## config.mk

```make
export PLATFORM = sky130hd
export DESIGN_NAME = stream_buffer_top
export DESIGN_NICKNAME = d
export VERILOG_FILES = /design/src/stream_pkg.sv /design/src/fifo_if.sv /design/src/credit_drain.sv /design/src/credit_sender.sv /design/src/stream_buffer_top.sv /design/src/sync_fifo.sv
export VERILOG_INCLUDE_DIRS = /design/src /design/src/src
export SDC_FILE = /design/constraint.sdc
export NUM_CORES = 1
export LEC_CHECK = 0
export BUFFER_PORTS_ARGS = -buffer_cell sky130_fd_sc_hd__buf_2
export CORE_ASPECT_RATIO = 0.75
export CORE_MARGIN = 8
export CORE_UTILIZATION = 61
export CTS_BUF_LIST = sky130_fd_sc_hd__clkbuf_4 sky130_fd_sc_hd__clkbuf_8 sky130_fd_sc_hd__clkbuf_16
export DETAILED_ROUTE_END_ITERATION = 8
export PLACE_DENSITY = 0.8
export SYNTH_ARGS = -nofsm -noshare
export SYNTH_HDL_FRONTEND = slang
export SYNTH_HIERARCHICAL = 1
export SYNTH_SLANG_ARGS = --single-unit
```

## constraint.sdc

```tcl
create_clock -name clk -period 3.6 [get_ports clk]
set_input_delay 0.54 -clock clk [delete_from_list [all_inputs] [get_ports clk]]
set_output_delay 0.54 -clock clk [all_outputs]
set_load 0.1 [all_outputs]
```

## src/stream_params.svh

```systemverilog
`ifndef STREAM_PARAMS_SVH
`define STREAM_PARAMS_SVH

// bits per stream word
`define STREAM_DATA_WIDTH 8

// fifo entries and the size of the credit pool
`define STREAM_FIFO_DEPTH 8

// one bit wider than the fifo address so a count can reach full depth
`define STREAM_CNT_WIDTH 4

`endif

```

## src/stream_pkg.sv

```systemverilog
`default_nettype none

`include "stream_params.svh"

package stream_pkg;

    typedef logic [`STREAM_DATA_WIDTH-1:0] data_t;

    typedef logic [`STREAM_CNT_WIDTH-1:0] count_t;

    typedef enum logic [1:0] {
        DRAIN_IDLE,
        DRAIN_FETCH,
        DRAIN_HOLD
    } drain_state_e;

endpackage

`default_nettype wire

```

## src/fifo_if.sv

```systemverilog
`timescale 1ns/10ps
`default_nettype none

interface fifo_if import stream_pkg::*; ();

    // write side
    logic  wr_en;
    data_t wr_data;
    logic  full;
    logic  overflow;

    // read side
    logic  rd_en;
    data_t rd_data;
    logic  empty;
    logic  underflow;

    modport writer (output wr_en, output wr_data, input full, input overflow);

    modport reader (output rd_en, input rd_data, input empty, input underflow);

    modport storage (
        input  wr_en, input  wr_data, input  rd_en,
        output full, output empty, output rd_data,
        output overflow, output underflow
    );

endinterface

`default_nettype wire

```

## src/credit_drain.sv

```systemverilog
`timescale 1ns/10ps
`default_nettype none

module credit_drain import stream_pkg::*; (
    input  logic   clk,
    input  logic   rst_n,
    fifo_if.reader fifo,
    output logic   out_valid,
    output data_t  out_data,
    input  logic   out_ready,
    output logic   credit_return
);

    drain_state_e state;
    drain_state_e state_next;
    logic         out_xfer;

    assign out_valid     = (state == DRAIN_HOLD);
    assign out_xfer      = out_valid && out_ready;
    // each delivered word frees one fifo slot upstream
    assign credit_return = out_xfer;

    always_comb begin
        state_next = state;
        fifo.rd_en = 1'b0;
        case (state)
            DRAIN_IDLE: begin
                if (!fifo.empty) begin
                    fifo.rd_en = 1'b1;
                    state_next = DRAIN_FETCH;
                end
            end
            DRAIN_FETCH: begin
                state_next = DRAIN_HOLD;
            end
            DRAIN_HOLD: begin
                // output register is being emptied, so a read may overlap
                if (out_xfer) begin
                    if (!fifo.empty) begin
                        fifo.rd_en = 1'b1;
                        state_next = DRAIN_FETCH;
                    end else begin
                        state_next = DRAIN_IDLE;
                    end
                end
            end
            default: begin
                state_next = DRAIN_IDLE;
            end
        endcase
    end

    always_ff @(posedge clk or negedge rst_n) begin
        if (!rst_n) begin
            state <= DRAIN_IDLE;
        end else begin
            state <= state_next;
        end
    end

    // rd_data is valid during fetch
    always_ff @(posedge clk) begin
        if (state == DRAIN_FETCH) begin
            out_data <= fifo.rd_data;
        end
    end

endmodule

`default_nettype wire

```

## src/credit_sender.sv

```systemverilog
`timescale 1ns/10ps
`default_nettype none

`include "stream_params.svh"

module credit_sender import stream_pkg::*; (
    input  logic   clk,
    input  logic   rst_n,
    input  logic   in_valid,
    input  data_t  in_data,
    output logic   in_ready,
    input  logic   credit_return,
    fifo_if.writer fifo
);

    localparam count_t POOL = count_t'(`STREAM_FIFO_DEPTH);

    count_t credits;
    logic   accept;

    // a credit is a guaranteed free fifo slot
    assign in_ready = (credits != '0);
    assign accept   = in_valid && in_ready;

    // accepted words go straight into the fifo
    assign fifo.wr_en   = accept;
    assign fifo.wr_data = in_data;

    always_ff @(posedge clk or negedge rst_n) begin
        if (!rst_n) begin
            credits <= POOL;
        end else begin
            case ({accept, credit_return})
                2'b10:   credits <= credits - 1'b1;
                2'b01:   credits <= credits + 1'b1;
                default: credits <= credits;
            endcase
        end
    end

endmodule

`default_nettype wire

```

## src/stream_buffer_top.sv

```systemverilog
`timescale 1ns/10ps
`default_nettype none

module stream_buffer_top import stream_pkg::*; (
    input  logic  clk,
    input  logic  rst_n,
    input  logic  in_valid,
    input  data_t in_data,
    output logic  in_ready,
    output logic  out_valid,
    output data_t out_data,
    input  logic  out_ready,
    output logic  fifo_error
);

    logic credit_return;

    fifo_if fifo_bus ();

    credit_sender u_sender (
        .clk           (clk),
        .rst_n         (rst_n),
        .in_valid      (in_valid),
        .in_data       (in_data),
        .in_ready      (in_ready),
        .credit_return (credit_return),
        .fifo          (fifo_bus.writer)
    );

    sync_fifo u_fifo (
        .clk   (clk),
        .rst_n (rst_n),
        .fifo  (fifo_bus.storage)
    );

    credit_drain u_drain (
        .clk           (clk),
        .rst_n         (rst_n),
        .fifo          (fifo_bus.reader),
        .out_valid     (out_valid),
        .out_data      (out_data),
        .out_ready     (out_ready),
        .credit_return (credit_return)
    );

    // sticky until reset and expected to stay low while credits hold
    always_ff @(posedge clk or negedge rst_n) begin
        if (!rst_n) begin
            fifo_error <= 1'b0;
        end else if (fifo_bus.overflow || fifo_bus.underflow) begin
            fifo_error <= 1'b1;
        end
    end

endmodule

`default_nettype wire

```

## src/sync_fifo.sv

```systemverilog
`timescale 1ns/10ps
`default_nettype none

`include "stream_params.svh"

module sync_fifo import stream_pkg::*; (
    input  logic   clk,
    input  logic   rst_n,
    fifo_if.storage fifo
);

    localparam int     ADDR_W   = $clog2(`STREAM_FIFO_DEPTH);
    localparam count_t DEPTH_CNT = count_t'(`STREAM_FIFO_DEPTH);

    logic [ADDR_W-1:0] wr_ptr;
    logic [ADDR_W-1:0] rd_ptr;
    count_t            count;
    data_t             mem [`STREAM_FIFO_DEPTH];
    logic              wr_ok;
    logic              rd_ok;

    // wrap only when stepping past the last entry
    function automatic logic [ADDR_W-1:0] next_ptr(input logic [ADDR_W-1:0] ptr);
        if (ptr == ADDR_W'(`STREAM_FIFO_DEPTH - 1)) begin
            return '0;
        end
        return ptr + 1'b1;
    endfunction

    assign fifo.full  = (count == DEPTH_CNT);
    assign fifo.empty = (count == '0);

    assign wr_ok = fifo.wr_en && !fifo.full;
    assign rd_ok = fifo.rd_en && !fifo.empty;

    always_ff @(posedge clk or negedge rst_n) begin
        if (!rst_n) begin
            wr_ptr <= '0;
            rd_ptr <= '0;
        end else begin
            if (wr_ok) begin
                wr_ptr <= next_ptr(wr_ptr);
            end
            if (rd_ok) begin
                rd_ptr <= next_ptr(rd_ptr);
            end
        end
    end

    // occupancy stays unchanged on a simultaneous read and write
    always_ff @(posedge clk or negedge rst_n) begin
        if (!rst_n) begin
            count <= '0;
        end else begin
            case ({wr_ok, rd_ok})
                2'b10:   count <= count + 1'b1;
                2'b01:   count <= count - 1'b1;
                default: count <= count;
            endcase
        end
    end

    always_ff @(posedge clk) begin
        if (wr_ok) begin
            mem[wr_ptr] <= fifo.wr_data;
        end
        if (rd_ok) begin
            fifo.rd_data <= mem[rd_ptr];
        end
    end

    // refused requests show up one cycle later
    always_ff @(posedge clk or negedge rst_n) begin
        if (!rst_n) begin
            fifo.overflow  <= 1'b0;
            fifo.underflow <= 1'b0;
        end else begin
            fifo.overflow  <= fifo.wr_en && fifo.full;
            fifo.underflow <= fifo.rd_en && fifo.empty;
        end
    end

endmodule

`default_nettype wire

```

==> run summary, run 1 <==
LOGIC SYNTHESIS
----------------------------------------------------------------------------------------
Cell taking the most area after synthesis                                   sky130_fd_sc_hd__edfxtp_1
Cell types with the highest counts after synthesis                          sky130_fd_sc_hd__edfxtp_1, sky130_fd_sc_hd__dfrtp_1, sky130_fd_sc_hd__ha_1
Synth area leaders                                                          sky130_fd_sc_hd__edfxtp_1, sky130_fd_sc_hd__dfrtp_1, sky130_fd_sc_hd__mux4_1
Unique masters post-synth                                                             43
Compound-Gate Fraction of Synth Area                                              0.0300
Multiplexer share of the synthesized area                                          0.136
Number of enable flip-flop cells after synthesis                                      80
Dominant combinational cell family by area after synthesis                  multiplexers
Synthesized area per cell                                                       18.5 µm²
Gate count after technology mapping                                                  225
Async SR Flop Fraction                                                             0.192
Most repeated cell in the gate-level netlist after synthesis                sky130_fd_sc_hd__edfxtp_1
Ys flop type                                                                sky130_fd_sc_hd__edfxtp_1
Seq/Total Area, Yosys                                                              0.690
Synthesized-area fraction occupied by and/or/nand/nor cells                       0.0630
Xor/xnor cell area share of the yosys netlist                                     0.0147
Adder-cell share of the synthesized area                                          0.0348
Net Count, Synth                                                                     248
Cell area after synthesis                                                       4170 µm²
Synth Warn #                                                                           6
Flop and latch count out of synthesis                                                 99
Share of the synthesized area in the top cell type                                 0.576

POWER
----------------------------------------------------------------------------------------
Total net switching power                                                        1.54 mW
Internal power component                                                         2.51 mW
Total Power                                                                      4.04 mW
Relative contribution of sequential cells to total power                           0.464
Peak supply drop                                                                0.344 mV
Net switching fraction of the power                                                0.380
Portion of total power attributed to the clock network                             0.160
Pwr Density                                                                   899 nW/µm²
LEAKAGE                                                                          1.65 nW
Combinational fraction of design power                                             0.376

LAYOUT
----------------------------------------------------------------------------------------
Ant. Diodes                                                                            0
Share of final-layout standard cells stronger than drive strength 1                0.280
Count of nets after finishing                                                        272
Final cell area excluding filler cells                                          4500 µm²
Synthesis-to-layout area growth                                                    7.89%
Number of filler cells placed in the layout                                          453

DRT
----------------------------------------------------------------------------------------
DRC                                                                                    0
Detail-routed net length per standard cell                                       19.0 µm
Via count                                                                          1,989
Violation count after the first detailed-routing iteration                            79
Antenna Violating Nets Remaining                                                       0
Ratio of routed vias to standard cells                                              5.88
Final routed wirelength across all metal layers                                  6.44 mm
Number of search-and-repair iterations in the first detailed-routing pass              4

CTS
----------------------------------------------------------------------------------------
Number of buffers on the longest clock path                                            2
CTS tree                                                                             yes
Skew-Pair Late Insertion Delay                                                   0.36 ns
TritonCTS buffer count                                                                 9
Count of instances resized after the clock tree is built                               0
Htree depth                                                                            3
Number of buffers added for setup after CTS                                            0
Clock transition at the registers of the reported paths                          0.09 ns
Root buffer cell                                                            sky130_fd_sc_hd__clkbuf_8
# clock sinks                                                                         99
Number of hold buffers added after CTS                                                 0

DIE
----------------------------------------------------------------------------------------
Area of the core                                                                6700 µm²
Initial Utilization                                                                0.622
Area of the die                                                                 9770 µm²
I/O pin total                                                                         23
Floorplan die height                                                             87.6 µm
Number of rows in the core area                                                       26
Width of the die                                                                  111 µm

WORST SETUP PATH
----------------------------------------------------------------------------------------
Worst reg2reg setup slack                                                        0.84 ns
Type of the worst setup path                                                register to register
Category of the worst setup path launch point                                   register
Critical R2R Launch                                                         u_sender/credits[0]
Largest fanout on the critical path                                                   11
Worst EP required                                                                3.84 ns
Type of element capturing the critical path                                     register
Worst reg-to-reg path cell count                                                      11
Reg2reg end                                                                 u_fifo/count[2]
Arrival time of data at the critical path endpoint                               2.99 ns

GLOBAL ROUTE
----------------------------------------------------------------------------------------
Overall Global Routing Usage                                                       0.142
Maximum number of pins on one net before global-route repair                          20
Number of global-route vias before repair                                          1,995
First-pass GRT wire length                                                       10.5 mm
Remaining Overflow, GRT                                                                0
Number of antenna violations at the first check in global routing                      0

TIMING
----------------------------------------------------------------------------------------
Slew headroom                                                                      0.352
Fraction of the cycle the final worst path needs                                   0.766
Fin Setup TNS                                                                       0 ns
Worst-case hold slack                                                           0.119 ns
Clock skew after layout                                                        0.0125 ns
Final hold violations                                                                  0
Transition time at the pin with the least slew margin                           0.973 ns
Final number of max-transition violations                                              0
Worst-case setup margin in the final layout                                     0.844 ns
Final setup violation count                                                            0
Shortest clock period the worst path allows after layout                         2.76 ns
Max Fclk                                                                         363 MHz
Unrepaired setup endpoints after global routing                                    false

STATUS
----------------------------------------------------------------------------------------
Result of the run                                                           complete, no violations

RUN
----------------------------------------------------------------------------------------
Maxcap violations                                                                      0

PLACEMENT
----------------------------------------------------------------------------------------
Worst setup slack before clock tree synthesis                                   0.845 ns
Last weighted congestion value of the routability-driven placer                    0.728
Number of I/O port buffers                                                            22
Detailed-placement wirelength estimate                                           4.48 mm
Cell Area, Placed                                                               4310 µm²

MIN PATH
----------------------------------------------------------------------------------------
Tightest Hold Check Type                                                    input port to async pin

-- registers in the layout (all words and copies together), names as in the netlist --
| name | count |
|---|---|
| u_fifo/count | 4 |
| u_fifo/mem | 64 |
| u_fifo/wr_ptr | 3 |
| u_fifo/fifo.overflow | 1 |
| fifo_error | 1 |
| u_drain/out_data | 8 |
| u_fifo/fifo.underflow | 1 |
| u_sender/credits | 4 |
| u_drain/state | 2 |
| u_fifo/fifo.rd_data | 8 |
| u_fifo/rd_ptr | 3 |
-- worst max-delay path, stage by stage, from the launching register on --
cell                       delay [ns]
sky130_fd_sc_hd__dfrtp_1         0.46
sky130_fd_sc_hd__or4_4           0.54
sky130_fd_sc_hd__nand2_1         0.10
sky130_fd_sc_hd__inv_1           0.06
sky130_fd_sc_hd__nand2b_1        0.30
sky130_fd_sc_hd__ha_1            0.33
sky130_fd_sc_hd__xor2_1          0.10
sky130_fd_sc_hd__ha_1            0.19
sky130_fd_sc_hd__a21oi_1         0.15
sky130_fd_sc_hd__xor2_1          0.19
sky130_fd_sc_hd__nor2_1          0.07
sky130_fd_sc_hd__xor2_1          0.14
-- cell type report --
type                    count  area (µm²)  area share
inverters                   4        15.0     0.00334
repair buffers             28         155      0.0345
flip-flops and latches     99        2880       0.640
clock buffers               9         124      0.0275
well taps                  84         105      0.0234
multi-input cells         107        1160       0.258
clock inverters             7        61.3      0.0136
-- routing by layer --
layer	vias to the layer above	routed length (µm)	share of wire	GRT usage
met2	51	2990	0.46	0.214
met1	1006	2870	0.45	0.190
met4	0	91	0.014	0.0434
met3	8	490	0.076	0.0520
li1	924	-	-	-
met5	-	0	0	0
-- metrics by stage --
step | std cells | util
2_1_floorplan | 225 | -
3_3_place_gp | 322 | 0.644
3_5_place_dp | 322 | 0.644
4_1_cts | 338 | 0.671
5_1_grt | 338 | 0.671
6_report | 338 | 0.671
-- worst max-delay path by stage --
| stage | slack (ns) | from | end |
|---|---|---|---|
| detailed placement | 0.85 | out_ready | u_fifo/count[2] |
| floorplan | 0.73 | u_drain/state[0] | u_sender/credits[3] |
| global placement | 0.99 | out_ready | u_fifo/count[2] |
| finish | 0.84 | u_sender/credits[0] | u_fifo/count[2] |
| global route | 0.66 | u_sender/credits[0] | u_fifo/count[2] |
| CTS | 0.85 | u_sender/credits[0] | u_fifo/count[2] |
-- cells by family after synthesis --
group	Yosys count
buffers and inverters	19
AO/OA/AOI/OAI	17
XOR/XNOR	7
multiplexers	29
AND/OR/NAND/NOR	43
adder cells (fa/ha/maj)	11
flip-flops	99
-- power by group through the flow --
stage / Sequential (mW) / Combinational [mW] / Clock, mW
6_report: 1.87 / 1.52 / 0.648
5_1_grt: 1.92 / 1.64 / 0.719
2_1_floorplan: 2.07 / 1.08 / 0
3_3_place_gp: 1.89 / 1.48 / 0
4_1_cts: 1.88 / 1.53 / 0.669
3_5_place_dp: 1.90 / 1.53 / 0
-- layout by cell type, fill, tap and decap left out, types with 2 or more instances in the layout --
master and count:
sky130_fd_sc_hd__xnor2_1 3, sky130_fd_sc_hd__mux2_4 8, sky130_fd_sc_hd__mux4_1 8, sky130_fd_sc_hd__or4_4 2, sky130_fd_sc_hd__nand3b_1 2, sky130_fd_sc_hd__clkinv_4 4, sky130_fd_sc_hd__nand2_1 6, sky130_fd_sc_hd__a211oi_1 2
sky130_fd_sc_hd__edfxtp_1 80, sky130_fd_sc_hd__nor3_1 7, sky130_fd_sc_hd__o21ai_0 3, sky130_fd_sc_hd__and2_1 3, sky130_fd_sc_hd__nor2b_1 4, sky130_fd_sc_hd__dfrtp_1 18, sky130_fd_sc_hd__xor2_1 4, sky130_fd_sc_hd__nand3_1 2
sky130_fd_sc_hd__buf_2 22, sky130_fd_sc_hd__ha_1 10, sky130_fd_sc_hd__a21oi_1 4, sky130_fd_sc_hd__inv_1 4, sky130_fd_sc_hd__nand2b_1 6, sky130_fd_sc_hd__o211ai_2 2, sky130_fd_sc_hd__or3_1 3, sky130_fd_sc_hd__clkbuf_8 9
sky130_fd_sc_hd__inv_8 2, sky130_fd_sc_hd__buf_4 6, sky130_fd_sc_hd__mux2_2 3, sky130_fd_sc_hd__a21o_1 2, sky130_fd_sc_hd__mux4_2 8, sky130_fd_sc_hd__nor2_1 4
No activity file was read; power rests on OpenSTA's default activity.
==> run 2, diff against run 1 <==
- CORE_UTILIZATION: 61 -> 60
- PLACE_DENSITY: 0.8 -> 0.79
- clock period: 3.6 -> 2.8 ns (I/O delays scaled with it)
==> run 2 against run 1 <==
Compared with the run above: non-clock buffer count increased by 6; worst hold slack improved by 0.21 ns; sequential share of layout area decreased by 1.1 points; combinational power increased by 34%; core utilization increased by 0.48 points; design area increased by 1.7%; wire length decreased by 3.4%; flip-flop and latch count unchanged; highest routed layer unchanged.
==> run summary, run 2 (synthesized netlist as in run 1, its figures left out) <==
GLOBAL ROUTE
----------------------------------------------------------------------------------------
Number of antenna violations at the first check in global routing                      0
First-pass GRT wire length                                                       10.6 mm
Number of global-route vias before repair                                          2,171
Maximum number of pins on one net before global-route repair                          21
Remaining Overflow, GRT                                                                0
Overall Global Routing Usage                                                       0.142

MIN PATH
----------------------------------------------------------------------------------------
Tightest Hold Check Type                                                    input port to register

CTS
----------------------------------------------------------------------------------------
Root buffer cell                                                            sky130_fd_sc_hd__clkbuf_8
Htree depth                                                                            3
CTS tree                                                                             yes
Clock transition at the registers of the reported paths                          0.10 ns
# clock sinks                                                                         99
Skew-Pair Late Insertion Delay                                                   0.36 ns
Number of buffers added for setup after CTS                                            0
TritonCTS buffer count                                                                 9
Number of buffers on the longest clock path                                            2

WORST SETUP PATH
----------------------------------------------------------------------------------------
Crit path largest cell delay                                                     0.54 ns
Slowest cell on the critical path                                           sky130_fd_sc_hd__or4_4
Worst setup path endpoint                                                   u_sender/credits[3]
Crit. path cell count                                                                  8
Largest fanout on the critical path                                                    6
Type of element capturing the critical path                                     register
Ordered cell list for the critical path                                     or4_4 -> nand2_1 -> ha_1 -> inv_1 -> ha_1 -> or4_4 -> o211ai_2 -> o211ai_2
Category of the worst setup path launch point                                   register
Delay-heaviest family, CP                                                   simple AND/OR/NAND/NOR gates
Worst EP required                                                                3.09 ns
Critical R2R Launch                                                         u_sender/credits[0]
Sum of buffers and inverters on the critical path                                      1
Type of the worst setup path                                                register to register
Worst reg-to-reg path cell count                                                       8
Worst reg2reg setup slack                                                        0.18 ns
Reg2reg end                                                                 u_sender/credits[3]
CP Launch Point                                                             u_sender/credits[0]
Arrival time of data at the critical path endpoint                               2.91 ns

TIMING
----------------------------------------------------------------------------------------
Final setup violation count                                                            0
Final number of max-transition violations                                              0
Max Fclk                                                                         381 MHz
Final hold violations                                                                  0
Clock skew after layout                                                       0.00944 ns
Slew headroom                                                                      0.488
Shortest clock period the worst path allows after layout                         2.62 ns
Worst-case setup margin in the final layout                                     0.178 ns
Fin Setup TNS                                                                       0 ns
Transition time at the pin with the least slew margin                           0.766 ns
Unrepaired setup endpoints after global routing                                    false
Fraction of the cycle the final worst path needs                                   0.936

DRT
----------------------------------------------------------------------------------------
Number of search-and-repair iterations in the first detailed-routing pass              5
Antenna Violating Nets Remaining                                                       0
DRC                                                                                    0
Violation count after the first detailed-routing iteration                            76
Final routed wirelength across all metal layers                                  6.22 mm
Detail-routed net length per standard cell                                       18.1 µm
Ratio of routed vias to standard cells                                              5.74
Via count                                                                          1,976

POWER
----------------------------------------------------------------------------------------
Pwr Density                                                                  1150 nW/µm²
LEAKAGE                                                                          1.69 nW
Peak supply drop                                                                0.493 mV

DIE
----------------------------------------------------------------------------------------
Initial Utilization                                                                0.616
Floorplan die height                                                             88.2 µm
I/O pin total                                                                         23
Number of rows in the core area                                                       26
Area of the die                                                                 9900 µm²
Area of the core                                                                6770 µm²
Width of the die                                                                  112 µm

LAYOUT
----------------------------------------------------------------------------------------
Count of nets after finishing                                                        278
Most common library cell in the layout ignoring fill and taps               sky130_fd_sc_hd__edfxtp_1
Synthesis-to-layout area growth                                                    9.72%
Share of final-layout standard cells stronger than drive strength 1                0.296
Largest regs                                                                u_fifo/mem x64, u_drain/out_data x8, u_fifo/fifo.rd_data x8
Reg with most FFs                                                             u_fifo/mem
Non-filler instance count after layout                                               344
Ant. Diodes                                                                            0
Final cell area excluding filler cells                                          4580 µm²
Final core utilization                                                             0.676
Flip-flop count of the largest register, all copies and words added                   64
Most frequent cells in the layout                                           sky130_fd_sc_hd__edfxtp_1, sky130_fd_sc_hd__buf_2, sky130_fd_sc_hd__dfrtp_1, sky130_fd_sc_hd__buf_4, sky130_fd_sc_hd__ha_1

STATUS
----------------------------------------------------------------------------------------
Result of the run                                                           complete, no violations

RUN
----------------------------------------------------------------------------------------
Maxcap violations                                                                      0

PLACEMENT
----------------------------------------------------------------------------------------
Detailed-placement wirelength estimate                                           4.36 mm
Placed Instances                                                                     327
Cell Area, Placed                                                               4360 µm²
Worst setup slack before clock tree synthesis                                   0.192 ns
Number of I/O port buffers                                                            22
Last weighted congestion value of the routability-driven placer                    0.759

## run 2: cell count changes in the layout (fill, tap and decap cells not counted)
cell / before / now
sky130_fd_sc_hd__clkinv_4: 4 / 0
sky130_fd_sc_hd__clkinv_8: 0 / 1
sky130_fd_sc_hd__nor4_4: 0 / 1
sky130_fd_sc_hd__nor2b_2: 1 / 0
sky130_fd_sc_hd__inv_6: 0 / 3
sky130_fd_sc_hd__buf_4: 6 / 11
sky130_fd_sc_hd__clkinv_1: 1 / 0
sky130_fd_sc_hd__nor4_2: 1 / 0
sky130_fd_sc_hd__nor2b_4: 0 / 1
sky130_fd_sc_hd__inv_8: 2 / 3
sky130_fd_sc_hd__dlygate4sd3_1: 0 / 1
## run 2: worst min-delay path by stage
stage,startpoint,endpoint,cells after the start
final,in_data[3],u_fifo/mem[2][3],1
after floorplan,rst_n,fifo_error,0
after global placement,rst_n,u_fifo/wr_ptr[2],1
after detailed placement,rst_n,u_fifo/wr_ptr[2],1
after global routing,in_data[5],u_fifo/mem[5][5],1
after CTS,in_data[3],u_fifo/mem[2][3],1
## run 2: per-layer routing
| metal | global-route usage | share of wire | vias to the layer above |
|---|---|---|---|
| li1 | - | - | 937 |
| met1 | 0.175 | 0.44 | 979 |
| met2 | 0.232 | 0.48 | 47 |
| met3 | 0.0420 | 0.062 | 13 |
| met4 | 0.0659 | 0.017 | 0 |
| met5 | 0 | 0 | - |
## run 2: layout make-up
| type | instances | area [µm²] |
|---|---|---|
| Timing Repair Buffer | 34 | 203 |
| Tap cell | 84 | 105 |
| Multi-Input combinational cell | 107 | 1170 |
| Clock buffer | 9 | 124 |
| Sequential cell | 99 | 2880 |
| Clock inverter | 7 | 76.3 |
| Fill cell | 457 | 2190 |
| Inverter | 4 | 15.0 |
## run 2: worst reg2reg max path: cells and delay by family, from the launching register on
| family | cells | cell delay [ns] |
|---|---|---|
| compound gates | 2 | 0.18 |
| fa+ha+maj | 2 | 0.63 |
| buf+inv | 1 | 0.13 |
| flops | 1 | 0.47 |
| simple gates | 3 | 1.16 |
## run 2: power breakdown
part / internal [mW] / switching (mW) / total (mW)
clock network: 0.358 / 0.524 / 0.882
registers: 2.07 / 0.299 / 2.36
logic: 0.853 / 1.19 / 2.04
## run 2: repair_timing
action                     in CTS  in global routing
hold endpoints to repair       18                  0
gates resized for setup         0                  1
setup endpoints to repair       0                  1
hold buffers                    1                  0
## run 2: metrics by stage
| step | power, mW | hold WS [ns] |
|---|---|---|
| after floorplan | 4.05 | 0.124 |
| after global placement | 4.37 | 0.381 |
| after detailed placement | 4.45 | 0.382 |
| after CTS | 5.33 | 0.321 |
| after global routing | 5.60 | 0.334 |
| final | 5.28 | 0.333 |
==> run 3, diff against run 2 <==
==> constraint.sdc (replaced) <==
create_clock -name clk -period 2.8 [get_ports clk]
set_input_delay 0.56 -clock clk [delete_from_list [all_inputs] [get_ports clk]]
set_output_delay 0.56 -clock clk [all_outputs]
set_load 0.1 [all_outputs]
==> run 3 against run 2 <==
Compared with the run above: core utilization about the same; first-iteration DRC count grew 75%; worst hold slack got worse by 0.22 ns; largest power group unchanged; via count rose by 1.4%; critical path depth stayed put; design area about the same; flip-flop and latch count unchanged; highest routed layer unchanged; largest cell class unchanged; sequential share of layout area hardly changed; critical path type unchanged; die area stayed put; clock power shrank 0.5%.
==> run summary, run 3 (synthesized netlist as in run 1, its figures left out) <==
POWER
----------------------------------------------------------------------------------------
LEAKAGE                                                                          1.69 nW
Total Power                                                                      5.31 mW
Internal power component                                                         3.28 mW
Pwr Density                                                                  1160 nW/µm²
Combinational fraction of design power                                             0.392
Peak supply drop                                                                0.491 mV
Relative contribution of sequential cells to total power                           0.443
Portion of total power attributed to the clock network                             0.165
Net switching fraction of the power                                                0.382
Total net switching power                                                        2.03 mW

TIMING
----------------------------------------------------------------------------------------
Clock skew after layout                                                        0.0110 ns
Max Fclk                                                                         379 MHz
Transition time at the pin with the least slew margin                           0.777 ns
Shortest clock period the worst path allows after layout                         2.64 ns
Slew headroom                                                                      0.482
Final setup violation count                                                            0
Final number of max-transition violations                                              0
Fraction of the cycle the final worst path needs                                   0.943
Unrepaired setup endpoints after global routing                                    false
Worst-case setup margin in the final layout                                     0.158 ns
Fin Setup TNS                                                                       0 ns
Final hold violations                                                                  0

LAYOUT
----------------------------------------------------------------------------------------
Final core utilization                                                             0.676
Count of nets after finishing                                                        278
Flip-flop count of the largest register, all copies and words added                   64
Synthesis-to-layout area growth                                                    9.66%
Most frequent cells in the layout                                           sky130_fd_sc_hd__edfxtp_1, sky130_fd_sc_hd__buf_2, sky130_fd_sc_hd__dfrtp_1, sky130_fd_sc_hd__buf_4, sky130_fd_sc_hd__ha_1
Most common library cell in the layout ignoring fill and taps               sky130_fd_sc_hd__edfxtp_1
Share of final-layout standard cells stronger than drive strength 1                0.300
Number of filler cells placed in the layout                                          442
Reg with most FFs                                                             u_fifo/mem
Largest regs                                                                u_fifo/mem x64, u_drain/out_data x8, u_fifo/fifo.rd_data x8
Ant. Diodes                                                                            0
Non-filler instance count after layout                                               344

WORST SETUP PATH
----------------------------------------------------------------------------------------
Arrival time of data at the critical path endpoint                               2.93 ns
Type of the worst setup path                                                register to register
Ordered cell list for the critical path                                     or4_4 -> nand2_1 -> ha_1 -> inv_1 -> ha_1 -> or4_4 -> o211ai_2 -> o211ai_2
Largest fanout on the critical path                                                    6
Worst EP required                                                                3.09 ns
Slowest cell on the critical path                                           sky130_fd_sc_hd__or4_4
Crit path largest cell delay                                                     0.54 ns
Type of element capturing the critical path                                     register
Category of the worst setup path launch point                                   register
Sum of buffers and inverters on the critical path                                      1
Delay-heaviest family, CP                                                   simple AND/OR/NAND/NOR gates

GLOBAL ROUTE
----------------------------------------------------------------------------------------
GR met2 Demand/Resource                                                            0.224
Global route hottest layer                                                          met2
Maximum number of pins on one net before global-route repair                          21
Overall Global Routing Usage                                                       0.143
Met1 usage in global routing                                                       0.181
First-pass GRT wire length                                                       10.6 mm
Number of global-route vias before repair                                          2,064
Remaining Overflow, GRT                                                                0
Number of antenna violations at the first check in global routing                      0
Met3 layer usage reported by global route                                         0.0523

DIE
----------------------------------------------------------------------------------------
Area of the die                                                                 9900 µm²
Number of rows in the core area                                                       26
Initial Utilization                                                                0.616
Area of the core                                                                6770 µm²
I/O pin total                                                                         23
Width of the die                                                                  112 µm
Floorplan die height                                                             88.2 µm

DRT
----------------------------------------------------------------------------------------
Detail-routed net length per standard cell                                       18.7 µm
Final routed wirelength across all metal layers                                  6.42 mm
Ratio of routed vias to standard cells                                              5.82
Number of search-and-repair iterations in the first detailed-routing pass              4
Antenna Violating Nets Remaining                                                       0
DRC                                                                                    0
Violation count after the first detailed-routing iteration                           133
Via count                                                                          2,003

CTS
----------------------------------------------------------------------------------------
# clock sinks                                                                         99
Htree depth                                                                            3
Skew-Pair Late Insertion Delay                                                   0.37 ns
CTS tree                                                                             yes
Number of buffers on the longest clock path                                            2
Root buffer cell                                                            sky130_fd_sc_hd__clkbuf_8
TritonCTS buffer count                                                                 9
Clock transition at the registers of the reported paths                          0.10 ns

STATUS
----------------------------------------------------------------------------------------
Result of the run                                                           complete, no violations

PLACEMENT
----------------------------------------------------------------------------------------
Worst setup slack before clock tree synthesis                                   0.184 ns
Last weighted congestion value of the routability-driven placer                    0.768
Detailed-placement wirelength estimate                                           4.31 mm
Placed Instances                                                                     328
Number of I/O port buffers                                                            22

RUN
----------------------------------------------------------------------------------------
Maxcap violations                                                                      0

MIN PATH
----------------------------------------------------------------------------------------
Tightest Hold Check Type                                                    input port to async pin

run 3: cell count changes in the layout (fill, tap and decap cells not counted), sizes merged:
cell         delta
clkinv          +1
dlygate4sd3     -1
inv             -1
buf             +1
run 3: final timing paths:
check,start,to,depth (start not counted),slack [ns]
hold reg to reg,u_fifo/fifo.rd_data[6],u_drain/out_data[6],0,0.43
setup / recovery,u_sender/credits[0],u_sender/credits[3],8,0.16
hold / removal,rst_n,u_fifo/wr_ptr[2],1,0.11
min in group clk,u_fifo/fifo.rd_data[6],u_drain/out_data[6],0,0.43
setup reg to reg,u_sender/credits[0],u_sender/credits[3],8,0.16
max in group asynchronous,rst_n,u_sender/credits[3],1,2.35
run 3: layer usage:
| layer | vias up | wire (µm) | part of all wire |
|---|---|---|---|
| li1 | 937 | - | - |
| met1 | 1019 | 3010 | 0.47 |
| met2 | 40 | 3000 | 0.47 |
| met3 | 7 | 338 | 0.053 |
| met4 | 0 | 66 | 0.010 |
| met5 | - | 0 | 0 |
run 3: power by group through the flow:
stage               clock [mW]  combinational [mW]  sequential (mW)
floorplan                    0                1.39             2.66
global placement             0                2.04             2.36
detailed placement           0                2.08             2.38
CTS                      0.911                2.09             2.35
global route             0.967                2.25             2.41
finish                   0.878                2.08             2.35
run 3: layout make-up:
class	count	area (µm²)	area share
repair buffers	34	200	0.0438
inverters	4	15.0	0.00328
multi-input cells	107	1170	0.257
clock buffers	9	124	0.0271
clock inverters	7	76.3	0.0167
well taps	84	105	0.0230
flip-flops and latches	99	2880	0.630
run 3: stage by stage:
| stage | area (µm²) | hold WS [ns] |
|---|---|---|
| 6_report | 4570 | 0.115 |
| 5_1_grt | 4570 | 0.126 |
| 4_1_cts | 4560 | 0.110 |
| 3_5_place_dp | 4360 | 0.405 |
| 3_3_place_gp | 4360 | 0.401 |
| 2_1_floorplan | 4180 | 0.264 |
run 3: repair_timing:
| action | 4_1_cts | 5_1_grt |
|---|---|---|
| hold buffers | 0 | 0 |
| buffers inserted | 0 | 0 |
| gates resized for setup | 0 | 1 |
| setup endpoints to repair | 0 | 1 |
